<file path="src/rtl/serial_pkg.sv">
package serial_pkg;

    typedef logic [7:0] byte_t;        // One data byte on a UART or SPI link

    typedef enum logic [1:0] {
        RX_IDLE,
        RX_START,
        RX_DATA,
        RX_STOP
    } uart_rx_state_e;

    typedef enum logic [1:0] {
        TX_IDLE,
        TX_START,
        TX_DATA,
        TX_STOP
    } uart_tx_state_e;

    typedef struct packed {
        byte_t data;
        logic  err;                    // Stop bit was sampled low
    } rx_byte_t;

endpackage

</file>
<file path="src/rtl/signal_pkg.sv">
package signal_pkg;

    typedef logic [7:0] duty_t;        // High cycles out of 256 where zero keeps the output low

    typedef logic [7:0] pwm_cnt_t;

    typedef logic [2:0] maj_win_t;     // Three taps seen by the majority vote

    // Filtered comparator channels where sig0 goes first when packing a byte
    typedef struct packed {
        logic sig0;
        logic sig1;
    } sample_pair_t;

endpackage

</file>
<file path="src/rtl/hex_dump.sv">
`timescale 1ns/1ps

module hex_dump
    import serial_pkg::*;
    import signal_pkg::*;
#(
    parameter int CLKS_PER_BIT = 40000
) (
    input  logic         clk,
    input  logic         i_reset,
    input  logic         i_trig,
    input  rx_byte_t     i_cmd,
    input  sample_pair_t i_samples,
    output logic         o_tx
);

    localparam int CNT_W = $clog2(CLKS_PER_BIT);
    localparam logic [CNT_W-1:0] FULL = CNT_W'(CLKS_PER_BIT - 1);

    uart_tx_state_e   state;
    logic             capturing;
    logic [1:0]       cap_cnt;
    logic             send_go;
    byte_t            cap;
    logic [1:0]       char_idx;
    logic [1:0]       load_idx;
    logic [2:0]       bit_idx;
    logic [CNT_W-1:0] clk_cnt;
    byte_t            tx_shift;
    byte_t            next_char;
    logic             bit_end;
    logic             busy;
    logic             take;

    function automatic byte_t hex_char(input logic [3:0] nib);
        if (nib < 4'd10) begin
            return byte_t'(8'h30 + nib);
        end
        return byte_t'(8'h37 + nib);   // Upper case letters
    endfunction

    assign bit_end  = (clk_cnt == FULL);
    assign busy     = capturing | send_go | (state != TX_IDLE);
    assign take     = i_trig & ~i_cmd.err & ~busy;
    assign load_idx = (state == TX_IDLE) ? 2'd0 : char_idx + 2'd1;

    always_comb begin
        case (load_idx)
            2'd0:    next_char = hex_char(cap[7:4]);
            2'd1:    next_char = hex_char(cap[3:0]);
            default: next_char = 8'h0d;
        endcase
    end

    always_ff @(posedge clk) begin
        if (i_reset) begin
            capturing <= 1'b0;
            cap_cnt   <= '0;
            send_go   <= 1'b0;
        end else begin
            send_go <= capturing && (cap_cnt == 2'd3);
            if (take) begin
                capturing <= 1'b1;
                cap_cnt   <= '0;
            end else if (capturing) begin
                cap_cnt <= cap_cnt + 1'b1;
                if (cap_cnt == 2'd3) begin
                    capturing <= 1'b0;
                end
            end
        end
    end

    always_ff @(posedge clk) begin
        if (capturing) begin
            cap <= {cap[5:0], i_samples.sig0, i_samples.sig1};  // MSB first
        end
    end

    always_ff @(posedge clk) begin
        if (i_reset) begin
            state    <= TX_IDLE;
            clk_cnt  <= '0;
            bit_idx  <= '0;
            char_idx <= '0;
        end else begin
            case (state)
                TX_IDLE: begin
                    clk_cnt <= '0;
                    if (send_go) begin
                        char_idx <= '0;
                        state    <= TX_START;
                    end
                end
                TX_START: begin
                    clk_cnt <= bit_end ? '0 : clk_cnt + 1'b1;
                    if (bit_end) begin
                        bit_idx <= '0;
                        state   <= TX_DATA;
                    end
                end
                TX_DATA: begin
                    clk_cnt <= bit_end ? '0 : clk_cnt + 1'b1;
                    if (bit_end) begin
                        bit_idx <= bit_idx + 1'b1;
                        if (bit_idx == 3'd7) begin
                            state <= TX_STOP;
                        end
                    end
                end
                default: begin
                    clk_cnt <= bit_end ? '0 : clk_cnt + 1'b1;
                    if (bit_end) begin
                        if (char_idx == 2'd2) begin
                            state <= TX_IDLE;   // Carriage return was the last one
                        end else begin
                            char_idx <= char_idx + 1'b1;
                            state    <= TX_START;
                        end
                    end
                end
            endcase
        end
    end

    always_ff @(posedge clk) begin
        if ((state == TX_IDLE && send_go) || (state == TX_STOP && bit_end)) begin
            tx_shift <= next_char;
        end else if (state == TX_DATA && bit_end) begin
            tx_shift <= tx_shift >> 1;
        end
    end

    always_comb begin
        case (state)
            TX_START: o_tx = 1'b0;
            TX_DATA:  o_tx = tx_shift[0];
            default:  o_tx = 1'b1;     // Idle and stop bit
        endcase
    end

endmodule

</file>
<file path="src/rtl/lvds_digitizer.sv">
`timescale 1ns/1ps

module lvds_digitizer
    import signal_pkg::*;
#(
    parameter int ACT_W = 16
) (
    input  logic clk,
    input  logic i_reset,
    input  logic i_lvds,
    output logic o_sig,
    output logic o_active
);

    logic [1:0]       sync;            // Two-flop synchronizer
    logic [1:0]       hist;
    maj_win_t         taps;
    logic             vote;
    logic [ACT_W-1:0] act_cnt;

    assign taps = {hist, sync[1]};
    assign vote = (taps[0] & taps[1]) | (taps[1] & taps[2]) | (taps[0] & taps[2]);

    always_ff @(posedge clk) begin
        if (i_reset) begin
            sync  <= '0;
            hist  <= '0;
            o_sig <= 1'b0;
        end else begin
            sync  <= {sync[0], i_lvds};
            hist  <= {hist[0], sync[1]};
            o_sig <= vote;             // Two of three agreeing taps win
        end
    end

    // The timeout restarts whenever the filtered bit is about to change
    always_ff @(posedge clk) begin
        if (i_reset) begin
            act_cnt  <= '0;
            o_active <= 1'b0;
        end else if (vote != o_sig) begin
            act_cnt  <= '0;
            o_active <= 1'b1;
        end else if (o_active) begin
            act_cnt <= act_cnt + 1'b1;
            if (&act_cnt) begin
                o_active <= 1'b0;      // Quiet for a full counter period
            end
        end
    end

endmodule

</file>
<file path="src/rtl/pwm_adjust.sv">
`timescale 1ns/1ps

module pwm_adjust
    import signal_pkg::*;
(
    input  logic  clk,
    input  logic  i_reset,
    input  duty_t i_duty,
    input  logic  i_sig,
    output logic  o_pwm
);

    pwm_cnt_t cnt;
    duty_t    shadow;
    logic     wrap;

    assign wrap = (cnt == 8'hff);

    always_ff @(posedge clk) begin
        if (i_reset) begin
            cnt <= '0;
        end else begin
            cnt <= cnt + 1'b1;         // Free running over 256 clocks
        end
    end

    // A new duty is only picked up at the period boundary, so no window is cut short
    always_ff @(posedge clk) begin
        if (i_reset) begin
            shadow <= '0;
        end else if (wrap) begin
            shadow <= i_duty;
        end
    end

    always_ff @(posedge clk) begin
        if (i_reset) begin
            o_pwm <= 1'b0;
        end else begin
            o_pwm <= i_sig && (cnt < shadow);  // Gated by the filtered channel
        end
    end

endmodule

</file>
<file path="src/rtl/rx_frontend_top.sv">
`timescale 1ns/1ps

module rx_frontend_top
    import serial_pkg::*;
    import signal_pkg::*;
#(
    parameter int CLKS_PER_BIT = 40000,
    parameter int ACT_W        = 16
) (
    input  logic clk,
    input  logic i_reset,
    input  logic i_lvds0,
    input  logic i_lvds1,
    input  logic i_uart_rx,
    input  logic i_spi_sck,
    input  logic i_spi_cs_n,
    input  logic i_spi_mosi,
    output logic o_uart_tx,
    output logic o_spi_miso,
    output logic o_pwm,
    output logic o_led_oe
);

    logic         sig0;
    logic         sig1;
    logic         act0;
    sample_pair_t samples;
    logic         rx_valid;
    rx_byte_t     rx_byte;
    duty_t        duty;

    lvds_digitizer #(.ACT_W(ACT_W)) u_dig0 (
        .clk      (clk),
        .i_reset  (i_reset),
        .i_lvds   (i_lvds0),
        .o_sig    (sig0),
        .o_active (act0)
    );

    lvds_digitizer #(.ACT_W(ACT_W)) u_dig1 (
        .clk      (clk),
        .i_reset  (i_reset),
        .i_lvds   (i_lvds1),
        .o_sig    (sig1),
        .o_active ()                   // Only channel 0 drives the LED
    );

    assign samples  = '{sig0: sig0, sig1: sig1};
    assign o_led_oe = act0;

    uart_rx #(.CLKS_PER_BIT(CLKS_PER_BIT)) u_uart_rx (
        .clk     (clk),
        .i_reset (i_reset),
        .i_rx    (i_uart_rx),
        .o_valid (rx_valid),
        .o_byte  (rx_byte)
    );

    hex_dump #(.CLKS_PER_BIT(CLKS_PER_BIT)) u_hex_dump (
        .clk       (clk),
        .i_reset   (i_reset),
        .i_trig    (rx_valid),
        .i_cmd     (rx_byte),
        .i_samples (samples),
        .o_tx      (o_uart_tx)
    );

    spi_param_port u_spi (
        .clk     (clk),
        .i_reset (i_reset),
        .i_sck   (i_spi_sck),
        .i_cs_n  (i_spi_cs_n),
        .i_mosi  (i_spi_mosi),
        .o_miso  (o_spi_miso),
        .o_duty  (duty)
    );

    pwm_adjust u_pwm (
        .clk     (clk),
        .i_reset (i_reset),
        .i_duty  (duty),
        .i_sig   (sig0),               // PWM follows channel 0
        .o_pwm   (o_pwm)
    );

endmodule

</file>
<file path="src/rtl/spi_param_port.sv">
`timescale 1ns/1ps

module spi_param_port
    import serial_pkg::*;
    import signal_pkg::*;
(
    input  logic  clk,
    input  logic  i_reset,
    input  logic  i_sck,
    input  logic  i_cs_n,
    input  logic  i_mosi,
    output logic  o_miso,
    output duty_t o_duty
);

    logic [2:0] sck_s;                 // Bit 2 holds the previous synchronized level
    logic [2:0] cs_s;
    logic [1:0] mosi_s;
    logic       sck_rise;
    logic       sck_fall;
    logic       cs_fall;
    logic       cs_act;
    logic       byte_done;
    logic [2:0] bit_cnt;
    logic       first;                 // Still waiting for the first byte of the frame
    byte_t      rx_shift;
    byte_t      rx_next;
    byte_t      tx_shift;
    byte_t      echo;

    assign sck_rise  = sck_s[1] & ~sck_s[2];
    assign sck_fall  = ~sck_s[1] & sck_s[2];
    assign cs_fall   = ~cs_s[1] & cs_s[2];
    assign cs_act    = ~cs_s[1];
    assign rx_next   = {rx_shift[6:0], mosi_s[1]};
    assign byte_done = cs_act & sck_rise & (bit_cnt == 3'd7);

    always_ff @(posedge clk) begin
        if (i_reset) begin
            sck_s   <= '0;
            cs_s    <= '1;
            mosi_s  <= '0;
            bit_cnt <= '0;
            first   <= 1'b0;
            o_duty  <= '0;
        end else begin
            sck_s  <= {sck_s[1:0], i_sck};
            cs_s   <= {cs_s[1:0], i_cs_n};
            mosi_s <= {mosi_s[0], i_mosi};  // Same depth as SCK keeps them aligned
            if (cs_fall) begin
                bit_cnt <= '0;
                first   <= 1'b1;
            end else if (cs_act && sck_rise) begin
                bit_cnt <= bit_cnt + 1'b1;
            end
            if (byte_done && first) begin
                o_duty <= rx_next;
                first  <= 1'b0;
            end
        end
    end

    always_ff @(posedge clk) begin
        if (cs_act && sck_rise) begin
            rx_shift <= rx_next;
        end
        if (byte_done) begin
            echo <= rx_next;
        end
        if (cs_fall) begin
            tx_shift <= '0;            // Byte 0 of a frame has nothing to echo
        end else if (cs_act && sck_fall) begin
            tx_shift <= (bit_cnt == 3'd0) ? echo : tx_shift << 1;
        end
    end

    assign o_miso = cs_act & tx_shift[7];

endmodule

</file>
<file path="src/rtl/uart_rx.sv">
`timescale 1ns/1ps

module uart_rx
    import serial_pkg::*;
#(
    parameter int CLKS_PER_BIT = 40000
) (
    input  logic     clk,
    input  logic     i_reset,
    input  logic     i_rx,
    output logic     o_valid,
    output rx_byte_t o_byte
);

    localparam int CNT_W = $clog2(CLKS_PER_BIT);
    localparam logic [CNT_W-1:0] HALF = CNT_W'(CLKS_PER_BIT / 2 - 1);
    localparam logic [CNT_W-1:0] FULL = CNT_W'(CLKS_PER_BIT - 1);

    uart_rx_state_e   state;
    logic [2:0]       rx_sync;         // Bit 1 is the synchronized line, bit 2 the previous one
    logic             rx_s;
    logic             rx_fall;
    logic [CNT_W-1:0] clk_cnt;
    logic [2:0]       bit_idx;
    byte_t            shift;
    logic             mid_bit;

    assign rx_s    = rx_sync[1];
    assign rx_fall = rx_sync[2] & ~rx_sync[1];
    assign mid_bit = (clk_cnt == FULL);

    always_ff @(posedge clk) begin
        if (i_reset) begin
            rx_sync <= '1;
            state   <= RX_IDLE;
            clk_cnt <= '0;
            bit_idx <= '0;
            o_valid <= 1'b0;
        end else begin
            rx_sync <= {rx_sync[1:0], i_rx};
            o_valid <= 1'b0;
            case (state)
                RX_IDLE: begin
                    clk_cnt <= '0;
                    if (rx_fall) begin
                        state <= RX_START;  // Only an edge starts a frame
                    end
                end
                RX_START: begin
                    if (clk_cnt == HALF) begin
                        clk_cnt <= '0;
                        bit_idx <= '0;
                        state   <= rx_s ? RX_IDLE : RX_DATA;  // Drop short glitches
                    end else begin
                        clk_cnt <= clk_cnt + 1'b1;
                    end
                end
                RX_DATA: begin
                    if (mid_bit) begin
                        clk_cnt <= '0;
                        bit_idx <= bit_idx + 1'b1;
                        if (bit_idx == 3'd7) begin
                            state <= RX_STOP;
                        end
                    end else begin
                        clk_cnt <= clk_cnt + 1'b1;
                    end
                end
                default: begin
                    if (mid_bit) begin
                        clk_cnt <= '0;
                        o_valid <= 1'b1;
                        state   <= RX_IDLE;
                    end else begin
                        clk_cnt <= clk_cnt + 1'b1;
                    end
                end
            endcase
        end
    end

    always_ff @(posedge clk) begin
        if (state == RX_DATA && mid_bit) begin
            shift <= {rx_s, shift[7:1]};    // LSB arrives first
        end
        if (state == RX_STOP && mid_bit) begin
            o_byte <= '{data: shift, err: ~rx_s};
        end
    end

endmodule

</file>
<file path="config.mk">
export PLATFORM = sky130hd
export DESIGN_NAME = rx_frontend_top
export DESIGN_NICKNAME = d
export VERILOG_FILES = /design/src/rtl/serial_pkg.sv /design/src/rtl/signal_pkg.sv /design/src/rtl/hex_dump.sv /design/src/rtl/lvds_digitizer.sv /design/src/rtl/pwm_adjust.sv /design/src/rtl/rx_frontend_top.sv /design/src/rtl/spi_param_port.sv /design/src/rtl/uart_rx.sv
export SDC_FILE = /design/constraint.sdc
export NUM_CORES = 1
export LEC_CHECK = 0
export BUFFER_PORTS_ARGS = -buffer_cell sky130_fd_sc_hd__buf_2
export CORE_ASPECT_RATIO = 1.5
export CORE_MARGIN = 2
export CORE_UTILIZATION = 39
export DETAILED_ROUTE_END_ITERATION = 6
export SLEW_MARGIN = 30
export SYNTH_ARGS = -nofsm -noshare
export SYNTH_HDL_FRONTEND = slang
export SYNTH_SLANG_ARGS = --single-unit
</file>
<file path="constraint.sdc">
create_clock -name clk -period 1.95 [get_ports clk]
set_input_delay 0.39 -clock clk [delete_from_list [all_inputs] [get_ports clk]]
set_output_delay 0.39 -clock clk [all_outputs]
set_load 0.02 [all_outputs]
</file>
==> results_dict.tcl <==
set metrics [dict create \
    cp_max_fo 4 \
    path_class "flop to flop" \
    grt_max_degree 56 \
    holdBufCountCts 0 \
    h-tree-depth 4 \
    violations "negative setup slack" \
    port_buffers 11 \
    numCtsBuffers 17 \
    hold_viol_final 0 \
    busiest_layer "met2" \
    p_comb_frac 0.046 \
    crit_path_start "u_uart_rx.clk_cnt[9]$_SDFF_PP0_" \
    antenna_found_initial 0 \
    cp.arrival_ns 2.28 \
    grt_util_all_layers 0.143 \
    fp.dieW_um 110 \
    rr_worst_depth 5 \
    hold_path.class "primary input to flop" \
    synth_edf_count 31 \
    powerDensity_nw_per_um2 883 \
    grt_use_met1 0.159 \
    fin_worst_skew_ns 0.0104 \
    grt_pass1_wl_mm 20.4 \
    gp_congestion 0.800 \
    layout-drive-gt1-share 0.159 \
    max_cap_viol_count 0 \
    seq_power_share 0.485 \
    drv_slew 0 \
    setup_ws_ns -0.0176 \
    cts_sinks 155 \
    p_sw_frac 0.250 \
    drc 0 \
    gr-usage-met2 0.248 \
    cp-end-kind "flop" \
    cts_tree "built" \
    synth_seq_cells 155 \
    worstPathRequired_ns 2.26 \
    cp-start-kind "flop" \
    setup_viol 1 \
    worstSetupEndpoint "u_uart_rx.state[1]$_SDFFE_PP0P_" \
    clkLatencyLatePin_ns 0.42 \
    r2r-start "u_uart_rx.clk_cnt[9]$_SDFF_PP0_" \
    fmax_ghz 0.508 \
    place_hpwl_mm 8.28 \
    power.total_mw 6.88 \
    intPower_mw 5.16 \
    grt-ovfl-total 0 \
    power_frac_clock 0.470 \
    routedWlPerCell_um 12.6 \
    setup-tns-final_ns -0.0176 \
    instances_no_fill 925 \
    post-route-period-util 1.01 \
    first_global_vias 4668 \
    r2r_setup_slack_ns -0.02 \
    path_cells "or4bb_4 -> o41ai_4 -> o2111a_2 -> a21oi_2 -> a22o_1" \
    die_area_um2 18000 \
    dr.pass1.iters 7 \
    rows 58 \
    fp.coreArea_um2 16700 \
    cp.depth 5 \
    floorplan.initialDensity 0.396 \
    fin_crit_ns 1.97 \
    io_pins 12 \
    use_met3 0.0391 \
    ys.flop_type "dfxtp_1" \
    dp.cells 890 \
    wl_mm 11.6 \
    switchingPower_mw 1.72 \
    die_h_um 164 \
    cpPeakStageDelay_ns 0.54 \
    timing.rr.end "u_uart_rx.state[1]$_SDFFE_PP0P_" \
    synth_nets 697 \
    cts_buffer_depth 2 \
    status "finished with violations" \
    synth_top_area_frac 0.375 \
    netlist_instances 659 \
    root_buffer "clkbuf_16" \
    ir_worst_vdd_uv 526 \
    synth.avg_cell_area_um2 10.0 \
    ys_warn_count 0 \
    path_clk_slew_ns 0.07 \
    drtIter0Drc 149 \
    rsz0062_at_grt "yes" \
    layout-area-overhead-vs-synth_pct 17.7 \
    synth-async-reset-ratio 0 \
    ys_seq_area_frac 0.516 \
    tightest_slew_ns 0.588 \
    p_leak_nw 2.92 \
    synth_cell_types 56 \
    path_delay_family "compound AO/OA/AOI/OAI gates" \
    slew_headroom 0.608 \
    diodes 0 \
    ant_nets 0 \
    viasPerCell 5.01 \
    syn_area_um2 6620 \
    crit_buf_inv 0 \
    num_vias 4631 \
    synth_area_leader_cell "dfxtp_1" \
    synth.area.top_cells "dfxtp_1 38%, edfxtp_1 14%, nor2_1 6.1%, ha_1 5.7%, mux2i_1 5.0%" \
    final_nets 740 \
    crit_slowest_cell "or4bb_4" \
]
[cells in the mapped netlist, drive strengths merged, types with 2 or more instances]
cell / instances
dfxtp: 124
ha: 30
or2: 7
nand4b: 2
a22oi: 2
xor2: 26
mux2i: 33
nand4: 14
o22ai: 3
nand2: 27
o21a: 4
nor3b: 4
o31ai: 2
buf: 5
mux2: 5
a211oi: 11
nand3: 26
xnor2: 25
and4: 2
nor2b: 20
o21ai: 15
a21o: 2
or3: 6
nand2b: 9
and3: 9
or4: 3
nor3: 14
or4bb: 2
nor2: 107
a21oi: 20
a31oi: 3
nor4b: 2
inv: 35
clkbuf: 15
edfxtp: 31
nor4: 3
[power groups by stage]
stage | registers (mW) | logic [mW] | clock network (mW)
final | 3.34 | 0.315 | 3.23
after floorplan | 3.40 | 0.219 | 0
after CTS | 3.34 | 0.300 | 3.33
after global placement | 3.40 | 0.277 | 0
after detailed placement | 3.41 | 0.286 | 0
after global routing | 3.34 | 0.354 | 3.46
[cell usage in the layout, fill, tap and decap left out, drive strengths merged, types with 25 or more instances in the layout]
cell type	instances
buf	43
dfxtp	124
edfxtp	31
ha	30
inv	44
mux2i	33
nand2	27
nand3	26
nor2	107
xnor2	25
xor2	26
[state kept, by name (all words and copies together) (netlist names), 3 cells and up]
register,cells
u_spi.rx_shift,7
u_dig0.act_cnt,16
u_uart_rx.clk_cnt,16
u_pwm.shadow,8
u_spi.cs_s,3
u_spi.bit_cnt,3
u_hex_dump.clk_cnt,16
u_pwm.cnt,8
u_spi.echo,8
u_spi.sck_s,3
u_spi.o_duty,8
u_spi.tx_shift,8
u_uart_rx.bit_idx,3
u_hex_dump.cap,8
u_uart_rx.rx_sync,3
u_hex_dump.bit_idx,3
u_hex_dump.tx_shift,7
[worst min-delay path by stage]
stage	from	endpoint	slack [ns]	cells after the start
floorplan	u_dig1.o_sig$_SDFF_PP0_	u_hex_dump.cap[0]$_DFFE_PP_	0.39	0
global placement	u_dig1.o_sig$_SDFF_PP0_	u_hex_dump.cap[0]$_DFFE_PP_	0.39	0
detailed placement	u_dig1.o_sig$_SDFF_PP0_	u_hex_dump.cap[0]$_DFFE_PP_	0.39	0
CTS	i_uart_rx	u_uart_rx.rx_sync[0]$_SDFF_PP1_	0.12	2
global route	i_spi_cs_n	u_spi.cs_s[0]$_SDFF_PP1_	0.13	2
finish	i_spi_cs_n	u_spi.cs_s[0]$_SDFF_PP1_	0.15	2
[through the flow]
stage	worst slack (ns)	util	hold slack, ns	cell area (um^2)
4_1_cts	-0.00356	0.464	0.125	7740
5_1_grt	-0.0728	0.467	0.127	7790
2_1_floorplan	0.00958	-	0.386	6620
3_5_place_dp	-0.0540	0.426	0.390	7110
6_report	-0.0176	0.467	0.149	7790
3_3_place_gp	-0.0101	0.426	0.391	7110
[area by class of cell]
type | instances | area [um^2]
repair buffers | 43 | 323
fillers | 1570 | 8900
flip-flops and latches | 155 | 3420
clock inverters | 15 | 171
clock buffers | 17 | 425
inverters | 35 | 131
multi-input cells | 450 | 3060
well taps | 210 | 263
[layer usage]
metal  wire length, um  vias up
li1                  -     2356
met1              4990     2185
met2              6070       65
met3               309       25
met4               278        0
met5                 0        -
[cells by family (layout without fill, tap and decap cells)]
| logic type | count (synthesis) | after routing | synth area share |
|---|---|---|---|
| flip-flops | 155 | 155 | 0.516 |
| AND/OR/NAND/NOR | 258 | 259 | 0.196 |
| buffers and inverters | 55 | 110 | 0.0321 |
| multiplexers | 38 | 38 | 0.0584 |
| adder cells (fa/ha/maj) | 31 | 31 | 0.0582 |
| XOR/XNOR | 51 | 51 | 0.0675 |
| AO/OA/AOI/OAI | 71 | 71 | 0.0722 |
[what timing repair did]
action | CTS | global route
resized for setup | 6 | 16
endpoints found under the setup margin | 5 | 34
hold endpoints to repair | 0 | 0
buffers inserted | 2 | 0
pin swaps | 2 | 8
gates cloned | 0 | 1
No activity file was read; power rests on OpenSTA's default activity.
